File: src/hdl/p4_app_cfg.svh
`ifndef P4_APP_CFG_SVH
`define P4_APP_CFG_SVH

// Stream beat width in bits
`define P4_APP_DATA_WID 64

// Ingress ports, one route entry per port
`define P4_APP_NUM_PORTS 4

// Register address width
`define P4_APP_ADDR_WID 3

// Route entry: destination in the low bits, drop flag on top
`define P4_APP_ROUTE_WID 3

`endif
File: src/hdl/reg_pkg.sv
`include "p4_app_cfg.svh"

package reg_pkg;

    // Register port opcodes, held for a single cycle
    typedef enum logic [1:0] {
        REG_NOP = 2'd0,
        REG_WR  = 2'd1,
        REG_RD  = 2'd2
    } reg_op_e;

    // Register map
    typedef enum logic [`P4_APP_ADDR_WID-1:0] {
        ADDR_CTRL     = 3'd0,
        ADDR_ROUTE0   = 3'd1,
        ADDR_ROUTE1   = 3'd2,
        ADDR_ROUTE2   = 3'd3,
        ADDR_ROUTE3   = 3'd4,
        ADDR_FWD_CNT  = 3'd5,
        ADDR_DROP_CNT = 3'd6,
        ADDR_ID       = 3'd7
    } reg_addr_e;

endpackage : reg_pkg

File: src/hdl/axis_pkg.sv
`include "p4_app_cfg.svh"

package axis_pkg;

    // Ingress port id, sized from the port count
    typedef logic [$clog2(`P4_APP_NUM_PORTS)-1:0] port_t;

    // Egress destination attached to forwarded beats
    typedef logic [`P4_APP_ROUTE_WID-2:0] egr_tdest_t;

    // Per-packet steering state
    typedef enum logic [1:0] {
        ST_SOP  = 2'd0,
        ST_FWD  = 2'd1,
        ST_DROP = 2'd2
    } pkt_state_e;

endpackage : axis_pkg

File: src/hdl/p4_app_top.sv
`timescale 1ns/10ps
`include "p4_app_cfg.svh"

module p4_app_top
    import axis_pkg::*;
    import reg_pkg::*;
(
    input  logic                        axil_if,
    input  logic                        arst_n,

    // Register port
    input  reg_op_e                     reg_op,
    input  reg_addr_e                   reg_addr,
    input  logic [31:0]                 reg_wdata,
    output logic [31:0]                 reg_rdata,
    output logic                        reg_rvalid,

    // Ingress stream
    input  logic                        in_tvalid,
    output logic                        in_tready,
    input  logic [`P4_APP_DATA_WID-1:0] in_tdata,
    input  logic                        in_tlast,
    input  port_t                       in_tid,

    // Egress stream
    output logic                        out_tvalid,
    input  logic                        out_tready,
    output logic [`P4_APP_DATA_WID-1:0] out_tdata,
    output logic                        out_tlast,
    output port_t                       out_tid,
    output egr_tdest_t                  out_tdest
);

    logic                                           enable;
    logic [`P4_APP_NUM_PORTS*`P4_APP_ROUTE_WID-1:0] route_table;
    logic                                           fwd_clear;
    logic                                           drop_clear;
    logic                                           fwd_done;
    logic                                           drop_done;
    logic [31:0]                                    fwd_count;
    logic [31:0]                                    drop_count;

    // Steered beat into the egress register
    logic                        stage_valid;
    logic                        stage_ready;
    logic [`P4_APP_DATA_WID-1:0] stage_data;
    logic                        stage_last;
    port_t                       stage_tid;
    egr_tdest_t                  stage_tdest;

    // ===================================================================
    // Management side
    // ===================================================================
    app_regs app_regs_i (
        .axil_if     (axil_if),
        .arst_n      (arst_n),
        .reg_op      (reg_op),
        .reg_addr    (reg_addr),
        .reg_wdata   (reg_wdata),
        .fwd_count   (fwd_count),
        .drop_count  (drop_count),
        .reg_rdata   (reg_rdata),
        .reg_rvalid  (reg_rvalid),
        .enable      (enable),
        .route_table (route_table),
        .fwd_clear   (fwd_clear),
        .drop_clear  (drop_clear)
    );

    app_counters app_counters_i (
        .axil_if    (axil_if),
        .arst_n     (arst_n),
        .fwd_done   (fwd_done),
        .drop_done  (drop_done),
        .fwd_clear  (fwd_clear),
        .drop_clear (drop_clear),
        .fwd_count  (fwd_count),
        .drop_count (drop_count)
    );

    // ===================================================================
    // Datapath
    // ===================================================================
    pkt_fsm pkt_fsm_i (
        .axil_if     (axil_if),
        .arst_n      (arst_n),
        .enable      (enable),
        .route_table (route_table),
        .in_tvalid   (in_tvalid),
        .in_tdata    (in_tdata),
        .in_tlast    (in_tlast),
        .in_tid      (in_tid),
        .stage_ready (stage_ready),
        .in_tready   (in_tready),
        .stage_valid (stage_valid),
        .stage_data  (stage_data),
        .stage_last  (stage_last),
        .stage_tid   (stage_tid),
        .stage_tdest (stage_tdest),
        .fwd_done    (fwd_done),
        .drop_done   (drop_done)
    );

    egress_stage egress_stage_i (
        .axil_if     (axil_if),
        .arst_n      (arst_n),
        .stage_valid (stage_valid),
        .stage_data  (stage_data),
        .stage_last  (stage_last),
        .stage_tid   (stage_tid),
        .stage_tdest (stage_tdest),
        .out_tready  (out_tready),
        .stage_ready (stage_ready),
        .out_tvalid  (out_tvalid),
        .out_tdata   (out_tdata),
        .out_tlast   (out_tlast),
        .out_tid     (out_tid),
        .out_tdest   (out_tdest)
    );

endmodule : p4_app_top

File: src/hdl/egress_stage.sv
`timescale 1ns/10ps
`include "p4_app_cfg.svh"

module egress_stage
    import axis_pkg::*;
(
    input  logic                        axil_if,
    input  logic                        arst_n,
    input  logic                        stage_valid,
    input  logic [`P4_APP_DATA_WID-1:0] stage_data,
    input  logic                        stage_last,
    input  port_t                       stage_tid,
    input  egr_tdest_t                  stage_tdest,
    input  logic                        out_tready,
    output logic                        stage_ready,
    output logic                        out_tvalid,
    output logic [`P4_APP_DATA_WID-1:0] out_tdata,
    output logic                        out_tlast,
    output port_t                       out_tid,
    output egr_tdest_t                  out_tdest
);

    logic full_q;
    logic load;

    // Accept when empty, or when the held beat leaves on this edge
    assign stage_ready = !full_q || out_tready;
    assign load        = stage_valid && stage_ready;

    always_ff @(posedge axil_if or negedge arst_n) begin
        if (!arst_n) begin
            full_q <= 1'b0;
        end else if (load) begin
            full_q <= 1'b1;
        end else if (out_tready) begin
            full_q <= 1'b0;
        end
    end

    // Payload only moves on a load, so it holds under back-pressure
    always_ff @(posedge axil_if) begin
        if (load) begin
            out_tdata <= stage_data;
            out_tlast <= stage_last;
            out_tid   <= stage_tid;
            out_tdest <= stage_tdest;
        end
    end

    assign out_tvalid = full_q;

endmodule : egress_stage

File: src/hdl/app_counters.sv
`timescale 1ns/10ps

module app_counters (
    input  logic        axil_if,
    input  logic        arst_n,
    input  logic        fwd_done,
    input  logic        drop_done,
    input  logic        fwd_clear,
    input  logic        drop_clear,
    output logic [31:0] fwd_count,
    output logic [31:0] drop_count
);

    localparam int NUM_CNT = 2;
    localparam int CNT_WID = 32;

    // Index 0 counts forwarded packets, index 1 dropped ones
    logic [NUM_CNT-1:0] cnt_inc;
    logic [NUM_CNT-1:0] cnt_clr;
    logic [CNT_WID-1:0] cnt_q [NUM_CNT];

    assign cnt_inc = {drop_done, fwd_done};
    assign cnt_clr = {drop_clear, fwd_clear};

    // ===================================================================
    // Packet counters
    // ===================================================================
    // Clear has priority over a same-cycle increment, counts wrap
    always_ff @(posedge axil_if or negedge arst_n) begin
        if (!arst_n) begin
            for (int i = 0; i < NUM_CNT; i++) begin
                cnt_q[i] <= '0;
            end
        end else begin
            for (int i = 0; i < NUM_CNT; i++) begin
                if (cnt_clr[i]) begin
                    cnt_q[i] <= '0;
                end else if (cnt_inc[i]) begin
                    cnt_q[i] <= cnt_q[i] + 1'b1;
                end
            end
        end
    end

    assign fwd_count  = cnt_q[0];
    assign drop_count = cnt_q[1];

endmodule : app_counters

File: src/hdl/pkt_fsm.sv
`timescale 1ns/10ps
`include "p4_app_cfg.svh"

module pkt_fsm
    import axis_pkg::*;
(
    input  logic                          axil_if,
    input  logic                          arst_n,
    input  logic                          enable,
    input  logic [`P4_APP_NUM_PORTS*`P4_APP_ROUTE_WID-1:0] route_table,
    input  logic                          in_tvalid,
    input  logic [`P4_APP_DATA_WID-1:0]   in_tdata,
    input  logic                          in_tlast,
    input  port_t                         in_tid,
    input  logic                          stage_ready,
    output logic                          in_tready,
    output logic                          stage_valid,
    output logic [`P4_APP_DATA_WID-1:0]   stage_data,
    output logic                          stage_last,
    output port_t                         stage_tid,
    output egr_tdest_t                    stage_tdest,
    output logic                          fwd_done,
    output logic                          drop_done
);

    localparam int RW = `P4_APP_ROUTE_WID;

    pkt_state_e    state_q;
    pkt_state_e    state_d;
    egr_tdest_t    dest_q;
    logic [RW-1:0] sop_entry;
    logic          sop_drop;
    egr_tdest_t    sop_dest;
    logic          at_sop;
    logic          drop_now;
    logic          beat_fire;

    // Route lookup for the packet starting now, no added cycle
    assign at_sop    = (state_q == ST_SOP);
    assign sop_entry = route_table[in_tid*RW +: RW];
    assign sop_drop  = sop_entry[RW-1];
    assign sop_dest  = sop_entry[RW-2:0];

    // Dropped beats are swallowed regardless of egress back-pressure
    assign drop_now  = (state_q == ST_DROP) || (at_sop && sop_drop);
    assign in_tready = enable && (drop_now || stage_ready);
    assign beat_fire = in_tvalid && in_tready;

    // Forwarded beats go straight to the egress stage
    assign stage_valid = in_tvalid && enable && !drop_now;
    assign stage_data  = in_tdata;
    assign stage_last  = in_tlast;
    assign stage_tid   = in_tid;
    assign stage_tdest = at_sop ? sop_dest : dest_q;

    assign fwd_done  = beat_fire && in_tlast && !drop_now;
    assign drop_done = beat_fire && in_tlast && drop_now;

    // Single-beat packets never leave ST_SOP
    always_comb begin
        state_d = state_q;
        if (beat_fire) begin
            if (in_tlast) begin
                state_d = ST_SOP;
            end else if (at_sop) begin
                state_d = sop_drop ? ST_DROP : ST_FWD;
            end
        end
    end

    always_ff @(posedge axil_if or negedge arst_n) begin
        if (!arst_n) begin
            state_q <= ST_SOP;
        end else begin
            state_q <= state_d;
        end
    end

    // Destination is frozen at SOP for the rest of the packet
    always_ff @(posedge axil_if) begin
        if (beat_fire && at_sop) begin
            dest_q <= sop_dest;
        end
    end

endmodule : pkt_fsm

File: src/hdl/app_regs.sv
`timescale 1ns/10ps
`include "p4_app_cfg.svh"

module app_regs
    import reg_pkg::*;
(
    input  logic        axil_if,
    input  logic        arst_n,
    input  reg_op_e     reg_op,
    input  reg_addr_e   reg_addr,
    input  logic [31:0] reg_wdata,
    input  logic [31:0] fwd_count,
    input  logic [31:0] drop_count,
    output logic [31:0] reg_rdata,
    output logic        reg_rvalid,
    output logic        enable,
    output logic [`P4_APP_NUM_PORTS*`P4_APP_ROUTE_WID-1:0] route_table,
    output logic        fwd_clear,
    output logic        drop_clear
);

    localparam int PORT_WID = $clog2(`P4_APP_NUM_PORTS);
    localparam int RW       = `P4_APP_ROUTE_WID;

    // Fixed block identifier, read-only
    localparam logic [31:0] ID_VALUE = 32'h4150_0001;

    logic                wr_en;
    logic                rd_en;
    logic                route_hit;
    logic [PORT_WID-1:0] route_off;
    logic [31:0]         rd_mux;

    assign wr_en = (reg_op == REG_WR);
    assign rd_en = (reg_op == REG_RD);

    // Route registers sit at consecutive addresses
    assign route_hit = (reg_addr >= ADDR_ROUTE0) && (reg_addr <= ADDR_ROUTE3);
    assign route_off = PORT_WID'(reg_addr - ADDR_ROUTE0);

    // ===================================================================
    // Write side
    // ===================================================================
    always_ff @(posedge axil_if or negedge arst_n) begin
        if (!arst_n) begin
            enable      <= 1'b0;
            route_table <= '0;
        end else if (wr_en) begin
            if (reg_addr == ADDR_CTRL) begin
                enable <= reg_wdata[0];
            end
            if (route_hit) begin
                route_table[route_off*RW +: RW] <= reg_wdata[RW-1:0];
            end
        end
    end

    // Counter clears fire on the write cycle itself
    assign fwd_clear  = wr_en && (reg_addr == ADDR_FWD_CNT);
    assign drop_clear = wr_en && (reg_addr == ADDR_DROP_CNT);

    // ===================================================================
    // Read side
    // ===================================================================
    always_comb begin
        rd_mux = '0;
        case (reg_addr)
            ADDR_CTRL:     rd_mux = {31'b0, enable};
            ADDR_ROUTE0,
            ADDR_ROUTE1,
            ADDR_ROUTE2,
            ADDR_ROUTE3:   rd_mux = {{(32-RW){1'b0}}, route_table[route_off*RW +: RW]};
            ADDR_FWD_CNT:  rd_mux = fwd_count;
            ADDR_DROP_CNT: rd_mux = drop_count;
            ADDR_ID:       rd_mux = ID_VALUE;
            default:       rd_mux = '0;
        endcase
    end

    // Read data is held until the next read
    always_ff @(posedge axil_if or negedge arst_n) begin
        if (!arst_n) begin
            reg_rvalid <= 1'b0;
            reg_rdata  <= '0;
        end else begin
            reg_rvalid <= rd_en;
            if (rd_en) begin
                reg_rdata <= rd_mux;
            end
        end
    end

endmodule : app_regs

File: config.mk
export PLATFORM = sky130hd
export DESIGN_NAME = p4_app_top
export DESIGN_NICKNAME = d
export VERILOG_FILES = /design/src/hdl/reg_pkg.sv /design/src/hdl/axis_pkg.sv /design/src/hdl/p4_app_top.sv /design/src/hdl/egress_stage.sv /design/src/hdl/app_counters.sv /design/src/hdl/pkt_fsm.sv /design/src/hdl/app_regs.sv
export VERILOG_INCLUDE_DIRS = /design/src /design/src/hdl
export SDC_FILE = /design/constraint.sdc
export NUM_CORES = 1
export LEC_CHECK = 0
export ABC_AREA = 0
export BUFFER_PORTS_ARGS = -buffer_cell sky130_fd_sc_hd__buf_4
export CAP_MARGIN = 10
export CORE_MARGIN = 2
export CORE_UTILIZATION = 29
export CTS_BUF_LIST = sky130_fd_sc_hd__clkbuf_2
export DETAILED_ROUTE_END_ITERATION = 8
export PLACE_DENSITY = 0.51
export SYNTH_ARGS = -nofsm -noshare
export SYNTH_HDL_FRONTEND = slang
export SYNTH_SLANG_ARGS = --single-unit
File: constraint.sdc
create_clock -name axil_if -period 17 [get_ports axil_if]
set_input_delay 1.7 -clock axil_if [delete_from_list [all_inputs] [get_ports axil_if]]
set_output_delay 1.7 -clock axil_if [all_outputs]
set_load 0.03 [all_outputs]
# Yosys cells after proc, flatten, opt, wreduce, memory -nomap -nowiden
# Index checks and enable logic that the tools add are counted.
[word_totals]
output_inout_bits = 104
ff_bits = 184
[classes]
reduce_logical = 28
n_eq_ne = 10
n_shift = 4
multipliers = 2
n_mux = 12
magnitude_cmp = 2
n_addsub = 4
[ops]
columns = ["operator", "n"]
rows = [
  ["case mux 32 bit (5 select lines)", 1],
  ["2-to-1 mux 32 bit", 4],
  ["adder 32 x 1 -> 32 bit, second input constant", 2],
  ["negator 4 -> 34 bit", 1],
  ["variable shift 3 x 34 -> 12 bit, first input constant", 1],
  ["indexed part select 3 x 34 -> 12 bit", 1],
  ["indexed part select 12 x 5 -> 3 bit", 2],
  ["logical AND 1 bit", 13],
  ["bitwise mux 12 bit", 1],
  ["== test 3 bit, second input constant", 4],
  ["multiplier 2 x 2 -> 4 bit, second input constant", 2],
  ["2-to-1 mux 2 bit", 4],
  ["nonzero test 2 bit", 4],
  ["== test 3 x 2 -> 1 bit, second input constant", 2],
  ["AND reduction 2 bit", 3],
  ["== test 2 bit, second input constant", 2],
  ["OR reduction 4 bit", 1],
  ["== test 3 x 1 -> 1 bit, second input constant", 1],
  ["greater-or-equal comparator 3 x 1 -> 1 bit, second input constant", 1],
  ["<= comparator 3 bit, second input constant", 1],
  ["logical NOT 3 bit", 1],
  ["logical OR 1 bit", 3],
  ["== test 2 x 1 -> 1 bit, second input constant", 1],
  ["logical NOT 1 bit", 2],
  ["other kinds (3)", 4],
]

# Depth between registers and ports, before layout
[logic_depth]
depth_word = 11
ltp_mapped = 10
depth_no_buf = 7

# Cells and area by module
# From an unflattened synthesis, not the netlist that was laid out.
[unflattened]
hier_cells = 765
area_unflattened_um2 = 8809.7
[modules_own_cells]
columns = ["module", "cells_each", "n_inst", "area_per_inst_um2"]
rows = [
  ["app_counters", 363, 1, 3424.5],
  ["app_regs", 236, 1, 2436.1],
  ["egress_stage", 73, 1, 2125.8],
  ["pkt_fsm", 93, 1, 823.3],
]

# Worst setup path before layout
# Ideal clock, no wire load.
[synth_path]
kind = "input to register"
from = "input port in_tid[1]"
to = "register egress_stage_i.out_tdata[0], enable pin"
path_buffers = 1
path_slack_ps = 9296
arrival_ps = 7123
path_stages = 4
path_cell_list = "mux2i_2 -> a221oi_2 -> clkbuf_1 -> nor3_1"
[synth_via]
elab_chain_len = 7
[synth_rtl]
columns = ["element", "line", "rtl"]
rows = [
  ["start: declaration", "p4_app_top.sv:23", "input port_t in_tid,"],
  ["multiplier 2 x 2 -> 4 bit", "pkt_fsm.sv:40", "assign sop_entry = route_table[in_tid*RW +: RW];"],
  ["indexed part select 12 x 5 -> 3 bit", "pkt_fsm.sv:40", ""],
  ["logical AND 1 bit", "pkt_fsm.sv:45", "assign drop_now = (state_q == ST_DROP) || (at_sop && sop_drop);"],
  ["logical OR 1 bit", "pkt_fsm.sv:45", ""],
  ["logical NOT 1 bit", "pkt_fsm.sv:50", "assign stage_valid = in_tvalid && enable && !drop_now;"],
  ["logical AND 1 bit", "pkt_fsm.sv:50", ""],
  ["logical AND 1 bit", "egress_stage.sv:28", "assign load = stage_valid && stage_ready;"],
  ["named net egress_stage_i.load", "egress_stage.sv:24", "logic load;"],
  ["end signal: assignment", "egress_stage.sv:43", "out_tdata <= stage_data;"],
  ["end: declaration", "egress_stage.sv:17", "output logic [`P4_APP_DATA_WID-1:0] out_tdata,"],
]
# The timed path passes the listed nets, and every way through them passes these cells.
# A chain may end at the register's enable or synchronous reset.

# Final worst setup path
[layout_path]
from = "input port in_tid[1]"
to = "output port in_tready"
[layout_via]
elab_chain_len = 6
[layout_rtl]
columns = ["element", "line", "rtl"]
rows = [
  ["multiplier 2 x 2 -> 4 bit", "pkt_fsm.sv:40", ""],
  ["indexed part select 12 x 5 -> 3 bit", "pkt_fsm.sv:40", ""],
  ["logical AND 1 bit", "pkt_fsm.sv:45", ""],
  ["logical OR 1 bit", "pkt_fsm.sv:45", ""],
  ["logical OR 1 bit", "pkt_fsm.sv:46", "assign in_tready = enable && (drop_now || stage_ready);"],
  ["logical AND 1 bit", "pkt_fsm.sv:46", ""],
  ["end: declaration", "p4_app_top.sv:20", "output logic in_tready,"],
]
# No other way between the ends.

==> results.md <==
- Transition time of the tightest slew-check pin: ~0.9 ns
- Number of hold-repair buffers added at the cts stage: 0
- Number of global-route vias before repair: 5853
- Final Hold Viols: 0
- Max Transition Viols Final: 0
- RSZ-0062 raised after global routing: no
- Reg-to-reg slack, setup: 14.28 ns
- Placer congestion estimate: 0.7764
- Clock Tree Buf Depth: 2
- Number of storage elements in the synthesis netlist: 184
- Proportion of netlist area held by the largest area contributor: 35.10%
- Total of buffers placed on input and output ports: ~180
- Leakage: 4.081 nW
- Commonest cells after routing, fill and taps aside: sky130_fd_sc_hd__buf_4 (190), sky130_fd_sc_hd__dfrtp_1 (113), sky130_fd_sc_hd__nor2_1 (112), sky130_fd_sc_hd__edfxtp_1 (71), sky130_fd_sc_hd__nand2_1 (64)
- Post-layout power: 968.6 µW
- Synth Instances: 711
- Fraction of final layout cells sized beyond drive strength 1: 26.67%
- Sequential element share of the synthesized area: approximately three fifths
- Post-route cell area: around 0.01 mm²
- GRT Total Usage: 14.62%
- Detailed-routing iteration count for the pre-antenna-repair pass: 4
- Path type of the worst min-delay path: flop to flop
- Maximum number of pins on one net before global-route repair: 70
- Detail-routed via count per cell: 4.772
- Distinct cells, synth: 47
- Category of the critical setup timing path: input pin to primary output
- Fraction of the cycle the final worst path needs: 27.75%
- Outcome: finished, final reports clean
- Number of fill cells in the layout: 2763
- Family with the most delay on the worst path: buffers and inverters
- Core ar.: 0.02755 mm²
- Dominant cell type by count on the critical path: sky130_fd_sc_hd__buf_4
- Worst Path Required: 15.30 ns
- Share of power burned in registers: 55.0%
- Max incr delay on CP: 0.31 ns
- Async set or reset register ratio after synthesis: 61.41%
- Clock Power Share: a little under a quarter
- Synth warn: 0
- Final nets: 999
- Number of antenna violations at the first check in global routing: 1
- Iteration-0 DRC Markers: 382
- H-tree Lvls: 4
- Setup TNS: 0 ns
- Setup-failing EPs final: 0
- Routed wire length per instance: 16.63 µm
- Largest cells by area after synthesis: sky130_fd_sc_hd__dfrtp_1 (35%), sky130_fd_sc_hd__edfxtp_1 (26%), sky130_fd_sc_hd__nor2_1 (5.2%)
- Die Span Y: 170.7 µm
- Worst Path Max Fanout: 26
- Most frequent standard cell in the layout excluding fill and tap cells: sky130_fd_sc_hd__buf_4
- Initial Util: 29.24%
- Number of top-level design ports: between 200 and 250
- Ordered list of cells on the worst path: buf_4 > mux2i_2 > a221oi_2 > buf_4 > o21a_1 > buf_4
- Clock Sinks: 184
- P per Cell Area: 96.24 mW/mm²
- Data arrival time of the critical path: 3.02 ns
- Post-detailed-routing wire length: 21220 µm
- Cell taking the most area after synthesis: sky130_fd_sc_hd__dfrtp_1
- Dominant register cell in the synthesized netlist: sky130_fd_sc_hd__dfrtp_1
- Row Count: between 60 and 70
- First-pass GRT wire length: 32930 µm
- Shortest period the worst path allows: 4.718 ns
- Post-synthesis cell area: 0.008055 mm²
- Type of destination of the critical path: primary output
- Worst-case clock skew: 0.06475 ns
- Syn-to-layout area delta: 24.95%
- VDD IR max: 0.00003860 V
- Avg Synthesized Cell Area: around 11 µm²
- Post-CTS resize count: 0
- Root buffer selected by CTS: sky130_fd_sc_hd__clkbuf_2
- Number of design rule violations left after detail routing: 0
- Buffers plus inverters on the worst setup path: 3
- Total Die Area: 0.02913 mm²
- Max-slew headroom at the worst pin: 38.36%
- Switching power: roughly 340 µW
- Detailed-route via count: 6089
- Kind of start point of the critical path: input pin
- Buffers inserted by post-CTS timing repair: 0
- Post-synth EDFFs: 71
- Total nets after synthesis: 827
- Internal power: 626.6 µW
- Residual antenna-violating net count after detailed routing: 0
- TritonCTS Buffers: 17
- Slowest cell on the critical path: sky130_fd_sc_hd__buf_4
- Achievable clock frequency: 212.0 MHz
- Number of max-capacitance violations reported: 0
- Detail Placement HPWL: 14930 µm
- Part of the power in combinational logic: a little over a fifth
- TritonCTS clock tree: done
- Sw Share: roughly a third
- GRT overflow: 0
- Latest clock arrival within the worst-skew pair: 0.79 ns
- Clock input transition at the sequential cells of the worst setup and hold paths: 0.30 ns
- Placed Area: 0.009827 mm²
- Die extent in x: 170.7 µm
path summary, 6_finish.rpt:
kind                                             startpoint                            to  cells after the start
max in group asynchronous                            arst_n  app_counters_i.drop_count[3]                      2
min in group asynchronous                            arst_n      app_regs_i.reg_rdata[23]                      1
worst min-delay path                app_regs_i.reg_rdata[1]       app_regs_i.reg_rdata[1]                      2
worst max register to register  app_counters_i.fwd_count[0]  app_counters_i.fwd_count[30]                      6
worst max-delay path                              in_tid[1]                     in_tready                      6
worst min register to register      app_regs_i.reg_rdata[1]       app_regs_i.reg_rdata[1]                      2
power by group through the flow:
stage	clock network (mW)	registers (mW)	logic, mW
after global routing	0.254	0.538	0.229
after floorplan	0	0.586	0.0776
final	0.225	0.533	0.210
after global placement	0	0.540	0.212
after CTS	0.240	0.533	0.214
after detailed placement	0	0.542	0.213
synth_stat cells (10+ instances only):
cell                       instances
sky130_fd_sc_hd__dfrtp_1         113
sky130_fd_sc_hd__nor2_1          112
sky130_fd_sc_hd__edfxtp_1         71
sky130_fd_sc_hd__nand2_1          64
sky130_fd_sc_hd__xnor2_1          40
sky130_fd_sc_hd__o21ai_0          31
sky130_fd_sc_hd__a221oi_1         30
sky130_fd_sc_hd__clkbuf_1         30
sky130_fd_sc_hd__nand3_1          23
sky130_fd_sc_hd__nor3_1           23
sky130_fd_sc_hd__nor4_1           21
sky130_fd_sc_hd__a21oi_1          18
sky130_fd_sc_hd__nand4_1          17
sky130_fd_sc_hd__inv_1            11
sky130_fd_sc_hd__and4_1           10
sky130_fd_sc_hd__nor2b_1          10
state kept, by name (all words and copies together) (netlist names):
name and cells:
app_counters_i.drop_count 32, app_counters_i.fwd_count 32, app_regs_i.enable 1, app_regs_i.reg_rdata 32, app_regs_i.reg_rvalid 1, app_regs_i.route_table 12, egress_stage_i.out_tdata 64, egress_stage_i.out_tdest 2
egress_stage_i.out_tid 2, egress_stage_i.out_tlast 1, egress_stage_i.out_tvalid 1, pkt_fsm_i.dest_q 2, pkt_fsm_i.state_q 2
per-stage QoR:
stage                     hold slack [ns]  instances  util (%)  setup WS [ns]
final                              0.5304       1276     36.53          12.28
after global routing               0.5745       1276     36.53          12.20
after CTS                          0.5403       1274     36.51          12.28
after detailed placement           0.4838       1242     35.67          12.29
after global placement             0.4652       1242     35.67          12.28
after floorplan                    0.4609        711         -          9.296
cell type report:
| class | count | area (µm²) | share of cell area, % |
|---|---|---|---|
| antenna | 2 | 5.005 | 0.04973 |
| clock buffer | 17 | 85.08 | 0.8453 |
| clock inverter | 15 | 147.6 | 1.467 |
| inverter | 12 | 45.04 | 0.4475 |
| multi-input combinational | 478 | 2923 | 29.04 |
| sequential | 184 | 4960 | 49.28 |
| tap | 378 | 473.0 | 4.699 |
| timing repair buffer | 190 | 1426 | 14.17 |
cell families after synthesis:
kind of cell	after synthesis	share of synthesized area, %
compound gates	95	8.124
xor+xnor	44	4.784
fa+ha+maj	8	1.243
buf+inv	49	2.330
flops	184	61.57
mux	16	2.982
simple gates	315	18.97
per-layer routing:
metal  vias to the layer above  global-route usage (%)  wire, µm
li1                       2929                       -         -
met5                         -                       0         0
met2                       140                   24.57     10300
met1                      3009                   19.04      9592
met4                         0                   4.534       257
met3                        11                   2.868      1072
tightest hold or removal path, stage by stage (launching register included):
cell and delay, ns:
sky130_fd_sc_hd__dfrtp_1 0.42, sky130_fd_sc_hd__nand2_1 0.05, sky130_fd_sc_hd__o21ai_0 0.06
Note: power is estimated with default switching activity, not from simulation.
